--- src/logic/cgra_mem_pkg.sv ---
`default_nettype none

package cgra_mem_pkg;

    localparam int MEM_ADDR_W = 9;
    localparam int MEM_DATA_W = 32;
    localparam int MEM_BE_W   = MEM_DATA_W / 8;

    // lane patterns at offset zero, shifted up by the byte offset
    localparam logic [MEM_BE_W-1:0] BE_NONE = 4'b0000;
    localparam logic [MEM_BE_W-1:0] BE_WORD = 4'b1111;
    localparam logic [MEM_BE_W-1:0] BE_HALF = 4'b0011;
    localparam logic [MEM_BE_W-1:0] BE_BYTE = 4'b0001;

    typedef enum logic [1:0] {
        WORD = 2'd0,
        HALF = 2'd1,
        BYTE = 2'd2
    } mem_size_e;

    typedef struct packed {
        logic                  read;
        logic                  write;
        logic [MEM_ADDR_W-1:0] addr;
        logic [MEM_BE_W-1:0]   be;
        logic [MEM_DATA_W-1:0] wdata;
    } mem_req_t;

endpackage

`default_nettype wire

--- src/logic/cgra_tile_pkg.sv ---
`default_nettype none

package cgra_tile_pkg;

    localparam int DATA_W = 32;
    localparam int LOOP_W = 5;

    // neighbour and result flit, valid bit on top
    typedef struct packed {
        logic              valid;
        logic [DATA_W-1:0] data;
    } flit_t;

    typedef enum logic [4:0] {
        ADD, SUB, AND, OR, XOR, SHL, SHR, SELECT,
        LOAD_W, LOAD_H, LOAD_B,
        STORE_W, STORE_H, STORE_B,
        SET_LOOP, NOP
    } opcode_e;

    // codes 5 and 6 select an invalid zero flit
    typedef enum logic [2:0] {
        SRC_NORTH  = 3'd0,
        SRC_EAST   = 3'd1,
        SRC_SOUTH  = 3'd2,
        SRC_WEST   = 3'd3,
        SRC_TREG   = 3'd4,
        SRC_UNUSED = 3'd7
    } src_e;

    // ----------------------------------------
    // 64-bit control word, two views
    // ----------------------------------------
    typedef struct packed {
        logic [30:0] reserved;
        logic [15:0] constant;
        logic        pred_inv;
        logic        const_flag;
        opcode_e     opcode;
        logic        treg_we;
        src_e        pred_src;
        src_e        lhs_src;
        src_e        rhs_src;
    } ctrl_alu_t;

    typedef struct packed {
        logic [36:0]       reserved;
        logic [LOOP_W-1:0] loop_end;
        logic [LOOP_W-1:0] loop_start;
        logic              pred_inv;
        logic              const_flag;
        opcode_e           opcode;
        logic              treg_we;
        src_e              pred_src;
        src_e              lhs_src;
        src_e              rhs_src;
    } ctrl_loop_t;

    typedef union packed {
        ctrl_alu_t  alu;
        ctrl_loop_t loop;
    } ctrl_word_u;

    // item in flight between the stages
    typedef struct packed {
        logic              valid;
        logic              fire;
        opcode_e           opcode;
        flit_t             rhs;
        flit_t             lhs;
        logic              use_const;
        logic [DATA_W-1:0] constant;
        logic              treg_we;
    } exec_t;

endpackage

`default_nettype wire

--- src/logic/issue_stage.sv ---
`timescale 1ns/1ps
`default_nettype none

module issue_stage
    import cgra_tile_pkg::*;
(
    input  logic              clk,
    input  logic              reset,
    input  logic              i_start_exec,
    input  ctrl_word_u        i_ctrl,
    input  flit_t [3:0]       i_flit_in,
    input  flit_t             i_treg,
    output exec_t             o_exec,
    output logic [LOOP_W-1:0] o_loop_start,
    output logic [LOOP_W-1:0] o_loop_end
);

    ctrl_alu_t ctl;
    flit_t     rhs;
    flit_t     lhs;
    flit_t     pred;
    logic      rhs_ok;
    logic      lhs_ok;
    logic      pred_ok;
    logic      sel_ok;
    logic      fire_now;
    exec_t     exec_next;

    // neighbours 0 to 3, tile register 4, anything else an invalid zero flit
    function automatic flit_t pick_operand(src_e src, flit_t [3:0] flits, flit_t treg);
        case (src)
            SRC_NORTH, SRC_EAST, SRC_SOUTH, SRC_WEST: return flits[src[1:0]];
            SRC_TREG: return treg;
            default: return '0;
        endcase
    endfunction

    assign ctl  = i_ctrl.alu;
    assign rhs  = pick_operand(ctl.rhs_src, i_flit_in, i_treg);
    assign lhs  = pick_operand(ctl.lhs_src, i_flit_in, i_treg);
    assign pred = pick_operand(ctl.pred_src, i_flit_in, i_treg);

    // ----------------------------------------
    // firing rule
    // ----------------------------------------
    assign rhs_ok  = (ctl.rhs_src == SRC_UNUSED) || rhs.valid;
    assign lhs_ok  = ctl.const_flag || (ctl.lhs_src == SRC_UNUSED) || lhs.valid;
    assign pred_ok = (ctl.pred_src == SRC_UNUSED)
                     || (pred.valid && ((|pred.data) ^ ctl.pred_inv));
    // select only needs one side
    assign sel_ok  = rhs.valid || lhs.valid || ctl.const_flag;

    assign fire_now = i_start_exec && pred_ok
                      && ((ctl.opcode == SELECT) ? sel_ok : (rhs_ok && lhs_ok));

    always_comb
    begin
        exec_next.valid     = 1'b1;
        exec_next.fire      = fire_now;
        exec_next.opcode    = ctl.opcode;
        exec_next.rhs       = rhs;
        exec_next.lhs       = lhs;
        exec_next.use_const = ctl.const_flag;
        exec_next.constant  = {{(DATA_W-16){ctl.constant[15]}}, ctl.constant};
        exec_next.treg_we   = ctl.treg_we;
    end

    always_ff @(posedge clk)
    begin
        if (reset)
            o_exec <= '0;
        else if (i_start_exec)
            o_exec <= exec_next;
        else
        begin
            o_exec.valid <= 1'b0;
            o_exec.fire  <= 1'b0;
        end
    end

    // loop bounds load regardless of the firing rule
    always_ff @(posedge clk)
    begin
        if (reset)
        begin
            o_loop_start <= '0;
            o_loop_end   <= '0;
        end
        else if (i_start_exec && i_ctrl.loop.opcode == SET_LOOP)
        begin
            o_loop_start <= i_ctrl.loop.loop_start;
            o_loop_end   <= i_ctrl.loop.loop_end;
        end
    end

endmodule

`default_nettype wire

--- src/logic/load_store_unit.sv ---
`timescale 1ns/1ps
`default_nettype none

module load_store_unit
    import cgra_tile_pkg::*, cgra_mem_pkg::*;
(
    input  logic              clk,
    input  logic              reset,
    input  exec_t             i_exec,
    input  logic [DATA_W-1:0] i_mem_rdata,
    output mem_req_t          o_mem_req,
    output logic [DATA_W-1:0] o_load_data
);

    logic                  is_load;
    logic                  is_store;
    mem_size_e             size;
    logic [MEM_ADDR_W+1:0] byte_addr;
    logic [1:0]            offset;
    logic [MEM_BE_W-1:0]   be;
    logic [DATA_W-1:0]     lane_data;
    logic                  access;

    mem_size_e         ld_size_q;
    logic [1:0]        ld_off_q;
    mem_size_e         ld_size_d;
    logic [1:0]        ld_off_d;
    logic              ld_act_d;
    logic [DATA_W-1:0] shifted;
    logic [DATA_W-1:0] load_val;

    assign is_load  = i_exec.opcode inside {LOAD_W, LOAD_H, LOAD_B};
    assign is_store = i_exec.opcode inside {STORE_W, STORE_H, STORE_B};

    always_comb
    begin
        case (i_exec.opcode)
            LOAD_H, STORE_H: size = HALF;
            LOAD_B, STORE_B: size = BYTE;
            default:         size = WORD;
        endcase
    end

    // ----------------------------------------
    // request build
    // ----------------------------------------
    assign byte_addr = i_exec.use_const ? i_exec.constant[MEM_ADDR_W+1:0]
                                        : i_exec.lhs.data[MEM_ADDR_W+1:0];
    assign offset    = byte_addr[1:0];

    always_comb
    begin
        case (size)
            // odd half-word offset gets no lanes
            HALF:    be = offset[0] ? BE_NONE : BE_HALF << offset;
            BYTE:    be = BE_BYTE << offset;
            default: be = BE_WORD;
        endcase
        case (size)
            HALF:    lane_data = {16'h0000, i_exec.rhs.data[15:0]} << {offset, 3'b000};
            BYTE:    lane_data = {24'h000000, i_exec.rhs.data[7:0]} << {offset, 3'b000};
            default: lane_data = i_exec.rhs.data;
        endcase
    end

    assign access = i_exec.valid && i_exec.fire && (is_load || is_store) && (be != BE_NONE);

    always_ff @(posedge clk)
    begin
        if (reset)
            o_mem_req <= '0;
        else
        begin
            o_mem_req.read  <= access && is_load;
            o_mem_req.write <= access && is_store;
            o_mem_req.addr  <= byte_addr[MEM_ADDR_W+1:2];
            o_mem_req.be    <= be;
            o_mem_req.wdata <= lane_data;
        end
    end

    // size and offset follow the read to the returning data
    always_ff @(posedge clk)
    begin
        ld_size_q <= size;
        ld_off_q  <= offset;
        ld_size_d <= ld_size_q;
        ld_off_d  <= ld_off_q;
    end

    always_ff @(posedge clk)
    begin
        if (reset)
            ld_act_d <= 1'b0;
        else
            ld_act_d <= o_mem_req.read;
    end

    // ----------------------------------------
    // load extraction, zero extended
    // ----------------------------------------
    assign shifted = i_mem_rdata >> {ld_off_d, 3'b000};

    always_comb
    begin
        case (ld_size_d)
            HALF:    load_val = {16'h0000, shifted[15:0]};
            BYTE:    load_val = {24'h000000, shifted[7:0]};
            default: load_val = i_mem_rdata;
        endcase
    end

    assign o_load_data = ld_act_d ? load_val : '0;

endmodule

`default_nettype wire

--- src/logic/tile_alu.sv ---
`timescale 1ns/1ps
`default_nettype none

module tile_alu
    import cgra_tile_pkg::*;
(
    input  logic              clk,
    input  logic              reset,
    input  exec_t             i_exec,
    output logic [DATA_W-1:0] o_alu_result,
    output exec_t             o_exec_d
);

    logic [DATA_W-1:0] lhs_op;
    logic [DATA_W-1:0] rhs_op;
    logic [4:0]        shamt;
    logic [DATA_W-1:0] result;

    // constant stands in for the left operand
    assign lhs_op = i_exec.use_const ? i_exec.constant : i_exec.lhs.data;
    assign rhs_op = i_exec.rhs.data;
    assign shamt  = rhs_op[4:0];

    always_comb
    begin
        case (i_exec.opcode)
            ADD:     result = lhs_op + rhs_op;
            SUB:     result = lhs_op - rhs_op;
            AND:     result = lhs_op & rhs_op;
            OR:      result = lhs_op | rhs_op;
            XOR:     result = lhs_op ^ rhs_op;
            SHL:     result = lhs_op << shamt;
            SHR:     result = lhs_op >> shamt;
            // rhs wins when both sides are valid
            SELECT:  result = i_exec.rhs.valid ? rhs_op : lhs_op;
            default: result = '0;
        endcase
    end

    always_ff @(posedge clk)
    begin
        o_alu_result <= result;
    end

    always_ff @(posedge clk)
    begin
        if (reset)
            o_exec_d <= '0;
        else
            o_exec_d <= i_exec;
    end

endmodule

`default_nettype wire

--- src/logic/tile_core.sv ---
`timescale 1ns/1ps
`default_nettype none

module tile_core
    import cgra_tile_pkg::*, cgra_mem_pkg::*;
(
    input  logic              clk,
    input  logic              reset,
    input  logic              i_start_exec,
    input  ctrl_word_u        i_ctrl,
    input  flit_t [3:0]       i_flit_in,
    input  logic [DATA_W-1:0] i_mem_rdata,
    output flit_t             o_result,
    output mem_req_t          o_mem_req,
    output logic [LOOP_W-1:0] o_loop_start,
    output logic [LOOP_W-1:0] o_loop_end
);

    exec_t             exec;
    exec_t             exec_d;
    flit_t             treg;
    logic [DATA_W-1:0] alu_result;
    logic [DATA_W-1:0] load_data;

    issue_stage u_issue (
        .clk          (clk),
        .reset        (reset),
        .i_start_exec (i_start_exec),
        .i_ctrl       (i_ctrl),
        .i_flit_in    (i_flit_in),
        .i_treg       (treg),
        .o_exec       (exec),
        .o_loop_start (o_loop_start),
        .o_loop_end   (o_loop_end)
    );

    tile_alu u_alu (
        .clk          (clk),
        .reset        (reset),
        .i_exec       (exec),
        .o_alu_result (alu_result),
        .o_exec_d     (exec_d)
    );

    load_store_unit u_lsu (
        .clk         (clk),
        .reset       (reset),
        .i_exec      (exec),
        .i_mem_rdata (i_mem_rdata),
        .o_mem_req   (o_mem_req),
        .o_load_data (load_data)
    );

    writeback_stage u_wb (
        .clk          (clk),
        .reset        (reset),
        .i_exec_d     (exec_d),
        .i_alu_result (alu_result),
        .i_load_data  (load_data),
        .o_result     (o_result),
        .o_treg       (treg)
    );

endmodule

`default_nettype wire

--- src/logic/writeback_stage.sv ---
`timescale 1ns/1ps
`default_nettype none

module writeback_stage
    import cgra_tile_pkg::*;
(
    input  logic              clk,
    input  logic              reset,
    input  exec_t             i_exec_d,
    input  logic [DATA_W-1:0] i_alu_result,
    input  logic [DATA_W-1:0] i_load_data,
    output flit_t             o_result,
    output flit_t             o_treg
);

    exec_t             exec_q;
    logic [DATA_W-1:0] alu_q;
    logic              is_load;
    flit_t             result_next;

    // one more stage so the ALU result lines up with the load data
    always_ff @(posedge clk)
    begin
        if (reset)
            exec_q <= '0;
        else
            exec_q <= i_exec_d;
    end

    always_ff @(posedge clk)
    begin
        alu_q <= i_alu_result;
    end

    assign is_load = exec_q.opcode inside {LOAD_W, LOAD_H, LOAD_B};

    always_comb
    begin
        result_next.valid = exec_q.fire;
        if (!exec_q.fire)
            result_next.data = '0;
        else if (is_load)
            result_next.data = i_load_data;
        else
            result_next.data = alu_q;
    end

    always_ff @(posedge clk)
    begin
        if (reset)
        begin
            o_result <= '0;
            o_treg   <= '0;
        end
        else
        begin
            o_result <= result_next;
            // tile register takes the same flit, fired or not
            if (exec_q.valid && exec_q.treg_we)
                o_treg <= result_next;
        end
    end

endmodule

`default_nettype wire

--- config.mk ---
export PLATFORM = sky130hd
export DESIGN_NAME = tile_core
export DESIGN_NICKNAME = d
export VERILOG_FILES = /design/src/logic/cgra_mem_pkg.sv /design/src/logic/cgra_tile_pkg.sv /design/src/logic/issue_stage.sv /design/src/logic/load_store_unit.sv /design/src/logic/tile_alu.sv /design/src/logic/tile_core.sv /design/src/logic/writeback_stage.sv
export SDC_FILE = /design/constraint.sdc
export NUM_CORES = 1
export LEC_CHECK = 0
export BUFFER_PORTS_ARGS = -buffer_cell sky130_fd_sc_hd__buf_2
export CAP_MARGIN = 0
export CELL_PAD_IN_SITES_DETAIL_PLACEMENT = 1
export CELL_PAD_IN_SITES_GLOBAL_PLACEMENT = 1
export CORE_ASPECT_RATIO = 1.75
export CORE_MARGIN = 2
export CORE_UTILIZATION = 38
export CTS_BUF_LIST = sky130_fd_sc_hd__clkbuf_8
export DETAILED_ROUTE_END_ITERATION = 8
export GPL_TIMING_DRIVEN = 0
export PLACE_DENSITY_LB_ADDON = 0.1
export REMOVE_ABC_BUFFERS = 1
export SYNTH_ARGS = -nofsm -noshare
export SYNTH_HDL_FRONTEND = slang
export SYNTH_SLANG_ARGS = --single-unit
--- constraint.sdc ---
create_clock -name clk -period 12.82 [get_ports clk]
set_clock_uncertainty 0.15 [all_clocks]
set_input_delay 1.923 -clock clk [delete_from_list [all_inputs] [get_ports clk]]
set_output_delay 1.923 -clock clk [all_outputs]
set_load 0.05 [all_outputs]
# Yosys cells after proc, flatten, opt, wreduce, memory -nomap -nowiden
# Cells that the tools add are included.
[op_classes]
add_sub_neg = 2
order_cmp = 3
eq_ne = 37
shifts = 7
n_mux = 23
bitwise = 5
reduce_logical = 33
[op_table]
columns = ["operator", "count"]
rows = [
  ["one-hot mux 32 bit (8 select lines)", 1],
  ["binary-select mux 33 bit (select 2 bit)", 3],
  ["one-hot mux 33 bit (2 select lines)", 3],
  ["2-to-1 mux 32 bit", 5],
  ["one-hot mux 32 bit (2 select lines)", 2],
  ["2-to-1 mux 33 bit", 3],
  ["equality test 5 x 4 -> 1 bit (second input constant)", 10],
  ["adder 32 bit", 1],
  ["AND 32 bit", 1],
  ["OR 32 bit", 1],
  ["OR reduction 32 bit", 1],
  ["<< shifter 16 x 5 -> 32 bit", 1],
  ["<< shifter 32 x 5 -> 32 bit", 1],
  ["<< shifter 8 x 5 -> 32 bit", 1],
  [">> shifter 32 x 5 -> 16 bit", 1],
  [">> shifter 32 x 5 -> 32 bit", 1],
  ["subtractor 32 bit", 1],
  ["XOR 32 bit", 1],
  ["equality test 5 x 3 -> 1 bit (second input constant)", 5],
  ["equality test 3 x 2 -> 1 bit (second input constant)", 6],
  ["equality test 3 bit (second input constant)", 6],
  ["OR reduction 4 bit", 3],
  ["logical AND 1 bit", 11],
  ["2-to-1 mux 11 bit", 1],
  ["21 further kinds", 40],
]
[word_totals]
regBits = 302

# Logic depth before layout (Yosys ltp)
# Gate-level depths: netlist of run 1.
[logic_depth]
depth_word = 10
depth_mapped = 22

# Cells and area by module
# From an unflattened synthesis of run 1, not the netlist that was laid out.
[unflattened]
cells_unflattened = 2803
area_unflattened_um2 = 25316.8
[modules_own_cells]
columns = ["module", "n_inst", "cells_per_inst", "area_per_inst_um2", "seq_area_each_um2"]
rows = [
  ["tile_alu", 1, 1430, 11880.1, 2782.7],
  ["issue_stage", 1, 664, 6496.2, 2021.9],
  ["writeback_stage", 1, 390, 4157.7, 2122.0],
  ["load_store_unit", 1, 319, 2782.7, 1121.1],
]

# Worst setup path before layout of run 1
# No wires, ideal clock.
[synth_timing]
kind = "register to register"
from = "register u_issue.o_exec[68] (netlist bit)"
to = "register u_alu.o_alu_result[27]"
arrival_ps = 4202
required_ps = 12548
setup_slack_ps = 8347
stages_incl_launch_ff = 23
synth_period_minus_slack_ps = 4473
cell_sequence = "dfxtp_1 -> buf_2 -> inv_2 -> buf_1 -> clkbuf_1 -> ha_1 -> nand3_1 -> and2b_1 -> nand2_1 -> nor3_2 -> nand2b_1 -> o21ai_0 -> xnor2_1 -> ha_1 -> clkbuf_1 -> a21oi_1 -> nor2b_1 -> o21ai_0 -> nand2b_1 -> a221oi_1 -> o311a_1 -> o31ai_1 -> a221o_1"
[synth_via]
elab_chain_cells = 2
[synth_rtl]
columns = ["element", "line", "rtl"]
rows = [
  ["start, declared", "issue_stage.sv:13", "output exec_t o_exec,"],
  ["start signal, assigned", "issue_stage.sv:73", "o_exec <= exec_next;"],
  ["subtractor 32 bit, or another cell as far along", "tile_alu.sv:28", "SUB: result = lhs_op - rhs_op;"],
  ["one-hot mux 32 bit (8 select lines) *", "tile_alu.sv:26", "case (i_exec.opcode)"],
  ["named net u_alu.result[27]", "tile_alu.sv:17", "logic [DATA_W-1:0] result;"],
  ["end signal, assigned", "tile_alu.sv:42", "o_alu_result <= result;"],
  ["end, declared", "tile_alu.sv:10", "output logic [DATA_W-1:0] o_alu_result,"],
]
# The timed path passes the listed nets; every way through them passes the cells marked *.
# A chain may end at the register's enable or synchronous reset.

# Final worst setup path of run 1
[layout_timing]
from = "register u_issue.o_exec[67] (netlist bit)"
to = "register u_alu.o_alu_result[30]"
# The elaborated chain is that of the path after synthesis.

==> results of run 1 <==
==> layout by cell type, fill, tap and decap left out, drive strengths merged, types with 11 or more instances in the layout <==
cell | Yosys | layout
nor2 | 317 | 317
buf | 48 | 312
dfxtp | 302 | 302
a21oi | 171 | 171
nand2 | 155 | 155
o21ai | 141 | 141
mux2i | 124 | 124
inv | 100 | 119
ha | 102 | 102
a221oi | 100 | 100
mux4 | 99 | 99
a211oi | 90 | 90
nor3 | 64 | 64
clkbuf | 167 | 57
xnor2 | 42 | 42
a22oi | 39 | 39
nor4 | 37 | 37
nor2b | 33 | 33
o22ai | 32 | 32
o31ai | 32 | 32
and3 | 27 | 27
nand3 | 26 | 26
o221ai | 22 | 22
mux2 | 19 | 19
nand2b | 18 | 18
and2 | 17 | 17
a21o | 14 | 14
o211ai | 14 | 14
a31oi | 12 | 12
o21bai | 12 | 12
a211o | 11 | 11
==> per-layer routing <==
layer,vias up,global-route usage [%]
li1,9557,-
met1,10900,42.8
met2,1006,61.6
met4,2,22.7
met5,-,0
met3,304,3.93
==> kinds of logic after synthesis <==
family,Yosys count
AO/OA/AOI/OAI,729
XOR/XNOR,52
adder cells (fa/ha/maj),103
buffers and inverters,318
flip-flops,302
multiplexers,242
AND/OR/NAND/NOR,734
==> sequential cells by signal, summed over array words and instances, names as in the netlist <==
signal,flops
u_wb.o_result,33
u_lsu.ld_off_d,2
u_wb.exec_q,8
u_alu.o_exec_d,8
u_lsu.ld_act_d,1
u_lsu.ld_size_q,2
u_lsu.o_mem_req,47
u_issue.o_exec,90
u_issue.o_loop_start,5
u_wb.o_treg,33
u_lsu.ld_size_d,2
u_alu.o_alu_result,32
u_lsu.ld_off_q,2
u_wb.alu_q,32
u_issue.o_loop_end,5
==> through the flow <==
stage	worst slack [ns]	std cells	total power, mW	hold WS, ns
3_5_place_dp	6.16	3272	1.99	0.163
5_1_grt	5.76	3359	2.97	0.171
6_report	6.08	3361	2.86	0.162
4_1_cts	6.08	3357	2.86	0.163
3_3_place_gp	3.80	3250	1.96	0.163
2_1_floorplan	7.13	2265	1.59	0.160
==> layout make-up <==
class | count | area (sq um) | share of cell area [%]
flip-flops and latches | 302 | 6060 | 25.2
clock buffers | 57 | 785 | 3.26
well taps | 696 | 871 | 3.62
inverters | 103 | 390 | 1.62
repair buffers | 312 | 1840 | 7.67
multi-input cells | 1860 | 13900 | 57.8
diodes | 3 | 7.51 | 0.0312
clock inverters | 28 | 204 | 0.848
==> final timing paths <==
check	cells after the start	endpoint
worst min-delay path	0	u_wb.alu_q[25]$_DFF_P_
worst min register to register	0	u_wb.alu_q[25]$_DFF_P_
worst max register to register	18	u_alu.o_alu_result[30]$_DFF_P_
worst max-delay path	18	u_alu.o_alu_result[30]$_DFF_P_
==> power by group <==
part	total [mW]	internal (mW)	switching (mW)
combinational	0.895	0.308	0.587
clock	0.870	0.450	0.420
sequential	1.10	1.03	0.0754
total	2.86	1.78	1.08
==> worst max-delay path, delay by kind of cell (launching register included) <==
family                     cells  cell delay [ns]
AOI/OAI and AO/OA              8             2.36
xor gates and xnor gates       1             0.15
and+or+nand+nor                5             1.53
adders and majority gates      2             0.60
DFF                            1             0.46
buffers and inverters          2             1.14
==> flow_metrics.tcl, run 1 <==
set metrics [dict create \
    status "complete, but fails checks" \
    failed_checks "max-capacitance violations, max-slew violations" \
    numCtsBuffers 47 \
    cpPeakStageDelay_ns 0.89 \
    core_sq_mm 0.0551 \
    cp.required_ns 13.05 \
    yosys_warnings 0 \
    cts-root-buf "clkbuf_8" \
    ir_drop_v 0.0000749 \
    synth.area.mux_share_pct 18.1 \
    viasPerCell 6.49 \
    synth_top_area_share_pct 28.6 \
    cts_tree "done" \
    grt_pass1_wl_mm 152 \
    rows 114 \
    area_growth_pct 13.8 \
    rsz0062_at_grt "false" \
    postRouteAntennaNets 0 \
    power_leakage_nw 9.76 \
    path_clk_slew_ns 0.07 \
    syn_inst 2480 \
    slew_headroom_pct -1.09 \
    fin_crit_ns 6.74 \
    clock_sinks 302 \
    num-fill-cells 6578 \
    cp_max_fo 45 \
    synth_top_family_by_area "compound AO/OA/AOI/OAI gates" \
    clock.fmax_mhz 148 \
    clk_path_buf_depth 3 \
    ys_async_sr_fraction_pct 0 \
    reg2reg_from "u_issue.o_exec[67]$_SDFFE_PP0P_" \
    place_area_sq_mm 0.0230 \
    post_cts_buffers 0 \
    initial_utilization_pct 38.4 \
    hold_viol 0 \
    start_kind "flip-flop" \
    hpwl_mm 81.7 \
    grt_max_degree 85 \
    die_area_sq_mm 0.0576 \
    first_pass_iters 5 \
    period_share_pct 52.6 \
    syn_avg_cell_area_sq_um 8.52 \
    synth_most_common_cell "nor2_1" \
    synth_top_area_cell "dfxtp_1" \
    yosysSeqAreaShare_pct 28.6 \
    drc 0 \
    met1Wirelength_mm 40.9 \
    cts_resized 0 \
    grt.overflow.total 0 \
    synth.cell_area_sq_mm 0.0211 \
    wire_per_inst_microns 31.5 \
    crit_path_end_kind "flip-flop" \
    io_buffers 289 \
    synthXorXnorAreaFrac_pct 2.15 \
    r2r_slack_ns 6.08 \
    ys.flop_type "dfxtp_1" \
    worstSetupPathType "flip-flop to flip-flop" \
    fin_setup_tns_ns 0 \
    antenna_found_initial 8 \
    power_density_mw_per_mm2 119 \
    synthAdderAreaFrac_pct 6.13 \
    hold_path_class "flip-flop to flip-flop" \
    crit_slowest_cell "inv_2" \
    clk_latency_ns 0.63 \
    h-tree-depth 2 \
    drv_slew 9 \
    synthDistinctLibCells 78 \
    nets 2960 \
    vias 21800 \
    io-pin-count 321 \
    crit_start "u_issue.o_exec[67]$_SDFFE_PP0P_" \
    layout-drive-gt1-share_pct 21.8 \
    fp.dieH_microns 316 \
    crit_chain "buf_12, inv_2, ha_1, nand3_1, and2b_1, nand2_1, nor3_2, nand2b_1, o41ai_1, xnor2_1, ha_1, a21oi_1, o21bai_1, a21oi_1, o21ai_0, a221o_1, a221oi_1, o211ai_1" \
    grt_util_all_layers_pct 35.9 \
    utilization_pct 43.7 \
    route.met3.wl_mm 5.88 \
    cp.arrival_ns 6.98 \
    ys_top_cells_by_area "dfxtp_1, mux4_2, ha_1" \
    synth_simple_gate_area_share_pct 15.8 \
    setup_viol 0 \
    initialDrtViolationCount 1937 \
    synth_compound_area_share_pct 23.1 \
    drv_cap 2 \
    wl_met2_mm 51.1 \
    design_area_sq_mm 0.0241 \
    dieWidth_microns 182 \
    gp_congestion 0.980 \
    synth_edf_count 0 \
    worst_pin_slew_ns 1.51 \
    routed_wl_mm 106 \
    synthTopCellsByCount "nor2_1, dfxtp_1, a21oi_1" \
    synth-seq-cells 302 \
    holdBufCountCts 0 \
    grt_pass1_vias 22200 \
    highest_layer "met5" \
    hp-start "u_alu.o_alu_result[25]$_DFF_P_" \
]
Note: power is estimated with default switching activity, not from simulation.
==> inputs of run 2 (changes only) <==
clock period = 6.5 ns   (was 12.82 ns; I/O delays follow)
==> run 2 against run 1 <==
The run still ends with max-capacitance violations, max-slew violations left. Clock power grew 97%. Setup slack lost 5.8 ns. Core utilization is essentially flat. Critical path type unchanged. Critical endpoint is now u_alu.o_alu_result[29]$_DFF_P_. Largest cell class unchanged. Largest power group unchanged.
==> flow_metrics.tcl, run 2 (synthesis gave the netlist of run 1 again) <==
set metrics [dict create \
    status "complete, but fails checks" \
    failed_checks "max-capacitance violations, max-slew violations" \
    area_growth_pct 13.9 \
    drv_slew 9 \
    met3_usage_pct 3.90 \
    hp-start "u_alu.o_alu_result[25]$_DFF_P_" \
    nets 2960 \
    cts_resized 3 \
    top_register "u_issue.o_exec" \
    fin_crit_ns 6.20 \
    grt_max_degree 85 \
    ir_drop_v 0.000148 \
    crit_slowest_cell "or3_1" \
    p_switching_mw 2.14 \
    p_seq_share_pct 38.4 \
    num-fill-cells 6579 \
    clk_latency_ns 0.63 \
    rows 114 \
    largest_reg_flops 90 \
    h-tree-depth 2 \
    holdBufCountCts 0 \
    drv_cap 2 \
    worstSetupPathType "flip-flop to flip-flop" \
    dp.cells 3272 \
    critPathMostFrequentCell "a21oi_1" \
    cp.arrival_ns 6.48 \
    routed_wl_mm 106 \
    layout-drive-gt1-share_pct 21.8 \
    viasPerCell 6.48 \
    cp.required_ns 6.78 \
    cpLargestDelayFamily "compound AO/OA/AOI/OAI gates" \
    pwr-share-clk_pct 30.3 \
    hold_depth 0 \
    seqCellArea_sq_mm 0.00606 \
    crit_start "u_issue.o_exec[100]$_SDFFE_PP0P_" \
    period_share_pct 95.4 \
    multiInputGateArea_sq_mm 0.0139 \
    setup_ws_ns 0.299 \
    clock.fmax_mhz 161 \
    initialDrtViolationCount 1762 \
    worst_pin_slew_ns 1.51 \
    dieWidth_microns 182 \
    power.internal_mw 3.52 \
    first_pass_iters 8 \
    start_kind "flip-flop" \
    cts_tree "done" \
    power_leakage_nw 9.76 \
    wire_per_inst_microns 31.5 \
    numCtsBuffers 47 \
    drc 0 \
    cts-root-buf "clkbuf_8" \
    final_common_cell "nor2_1" \
    fp.dieH_microns 316 \
    grt.overflow.total 0 \
    path_clk_slew_ns 0.07 \
    post_cts_buffers 0 \
    initial_utilization_pct 38.4 \
    core_sq_mm 0.0551 \
    grt_util_all_layers_pct 35.9 \
    utilization_pct 43.7 \
    grt_use_met1_pct 42.8 \
    pre_cts_slack_ns -0.160 \
    critPathBufInv 1 \
    hpwl_mm 81.7 \
    layout_common_cells "nor2_1, dfxtp_1, buf_2, a21oi_1, nand2_1" \
    io_buffers 289 \
    cpPeakStageDelay_ns 0.86 \
    crit_cells 13 \
    use_met2_pct 61.6 \
    hold_path_class "flip-flop to flip-flop" \
    clk_path_buf_depth 3 \
    gp_congestion 0.980 \
    clock_sinks 302 \
    die_area_sq_mm 0.0576 \
    crit_path_end_kind "flip-flop" \
    slew_headroom_pct -0.591 \
    r2r_cells 13 \
    grt_pass1_wl_mm 152 \
    rsz0062_at_grt "false" \
    fin_setup_tns_ns 0 \
    io-pin-count 321 \
    reg2reg_from "u_issue.o_exec[100]$_SDFFE_PP0P_" \
    power_density_mw_per_mm2 235 \
    pwr-share-comb_pct 31.2 \
    postRouteAntennaNets 0 \
    grt_pass1_vias 22200 \
    antenna_found_initial 8 \
    hold_viol 0 \
    setup_viol 0 \
    vias 21800 \
    crit_chain "or3b_2, or3_1, o21ai_0, inv_1, ha_1, nor2b_1, o21ai_0, a21oi_1, a41oi_1, a21oi_1, a21o_1, a21oi_1, o311ai_1" \
    busiest_layer "met2" \
    stdcell_count 3361 \
    sw_frac_of_total_pct 37.8 \
    reg_top3 "u_issue.o_exec (90), u_lsu.o_mem_req (47)" \
    cp_max_fo 21 \
    p_total_mw 5.65 \
]
==> run 2: cell types whose count changed in the layout (fill, tap and decap cells not counted) <==
cell / delta
inv_2: -2
inv_6: +2
mux2i_2: -1
mux2i_4: +1
==> run 2: power groups by stage <==
stage	clock [mW]	sequential [mW]	combinational (mW)
2_1_floorplan	0	2.21	0.931
3_3_place_gp	0	2.22	1.65
3_5_place_dp	0	2.21	1.72
4_1_cts	1.75	2.17	1.73
5_1_grt	1.82	2.18	1.86
6_report	1.71	2.17	1.77
==> run 2: path summary, 6_finish.rpt <==
check                                                 endpoint  slack [ns]
worst min-delay path                    u_wb.alu_q[25]$_DFF_P_        0.16
worst max-delay path            u_alu.o_alu_result[29]$_DFF_P_        0.30
worst min register to register          u_wb.alu_q[25]$_DFF_P_        0.16
worst max register to register  u_alu.o_alu_result[29]$_DFF_P_        0.30
==> run 2: stage by stage <==
step / hold slack, ns / area [sq um]
3_5_place_dp: 0.163 / 23000
3_3_place_gp: 0.163 / 22600
4_1_cts: 0.163 / 24000
5_1_grt: 0.171 / 24100
6_report: 0.163 / 24100
2_1_floorplan: 0.160 / 20200
==> run 2: area by class of cell <==
class                           instances  area share, %
Tap cell                              696           3.62
Clock inverter                         28          0.847
Antenna cell                            3         0.0312
Multi-Input combinational cell       1860           57.8
Inverter                              103           1.66
Clock buffer                           57           3.26
Sequential cell                       302           25.2
Timing Repair Buffer                  312           7.66
==> run 2: metal layers <==
metal	vias to the layer above	wire, microns
li1	9547	-
met1	10900	40800
met2	1034	51100
met3	284	6000
met4	2	7900
met5	-	13
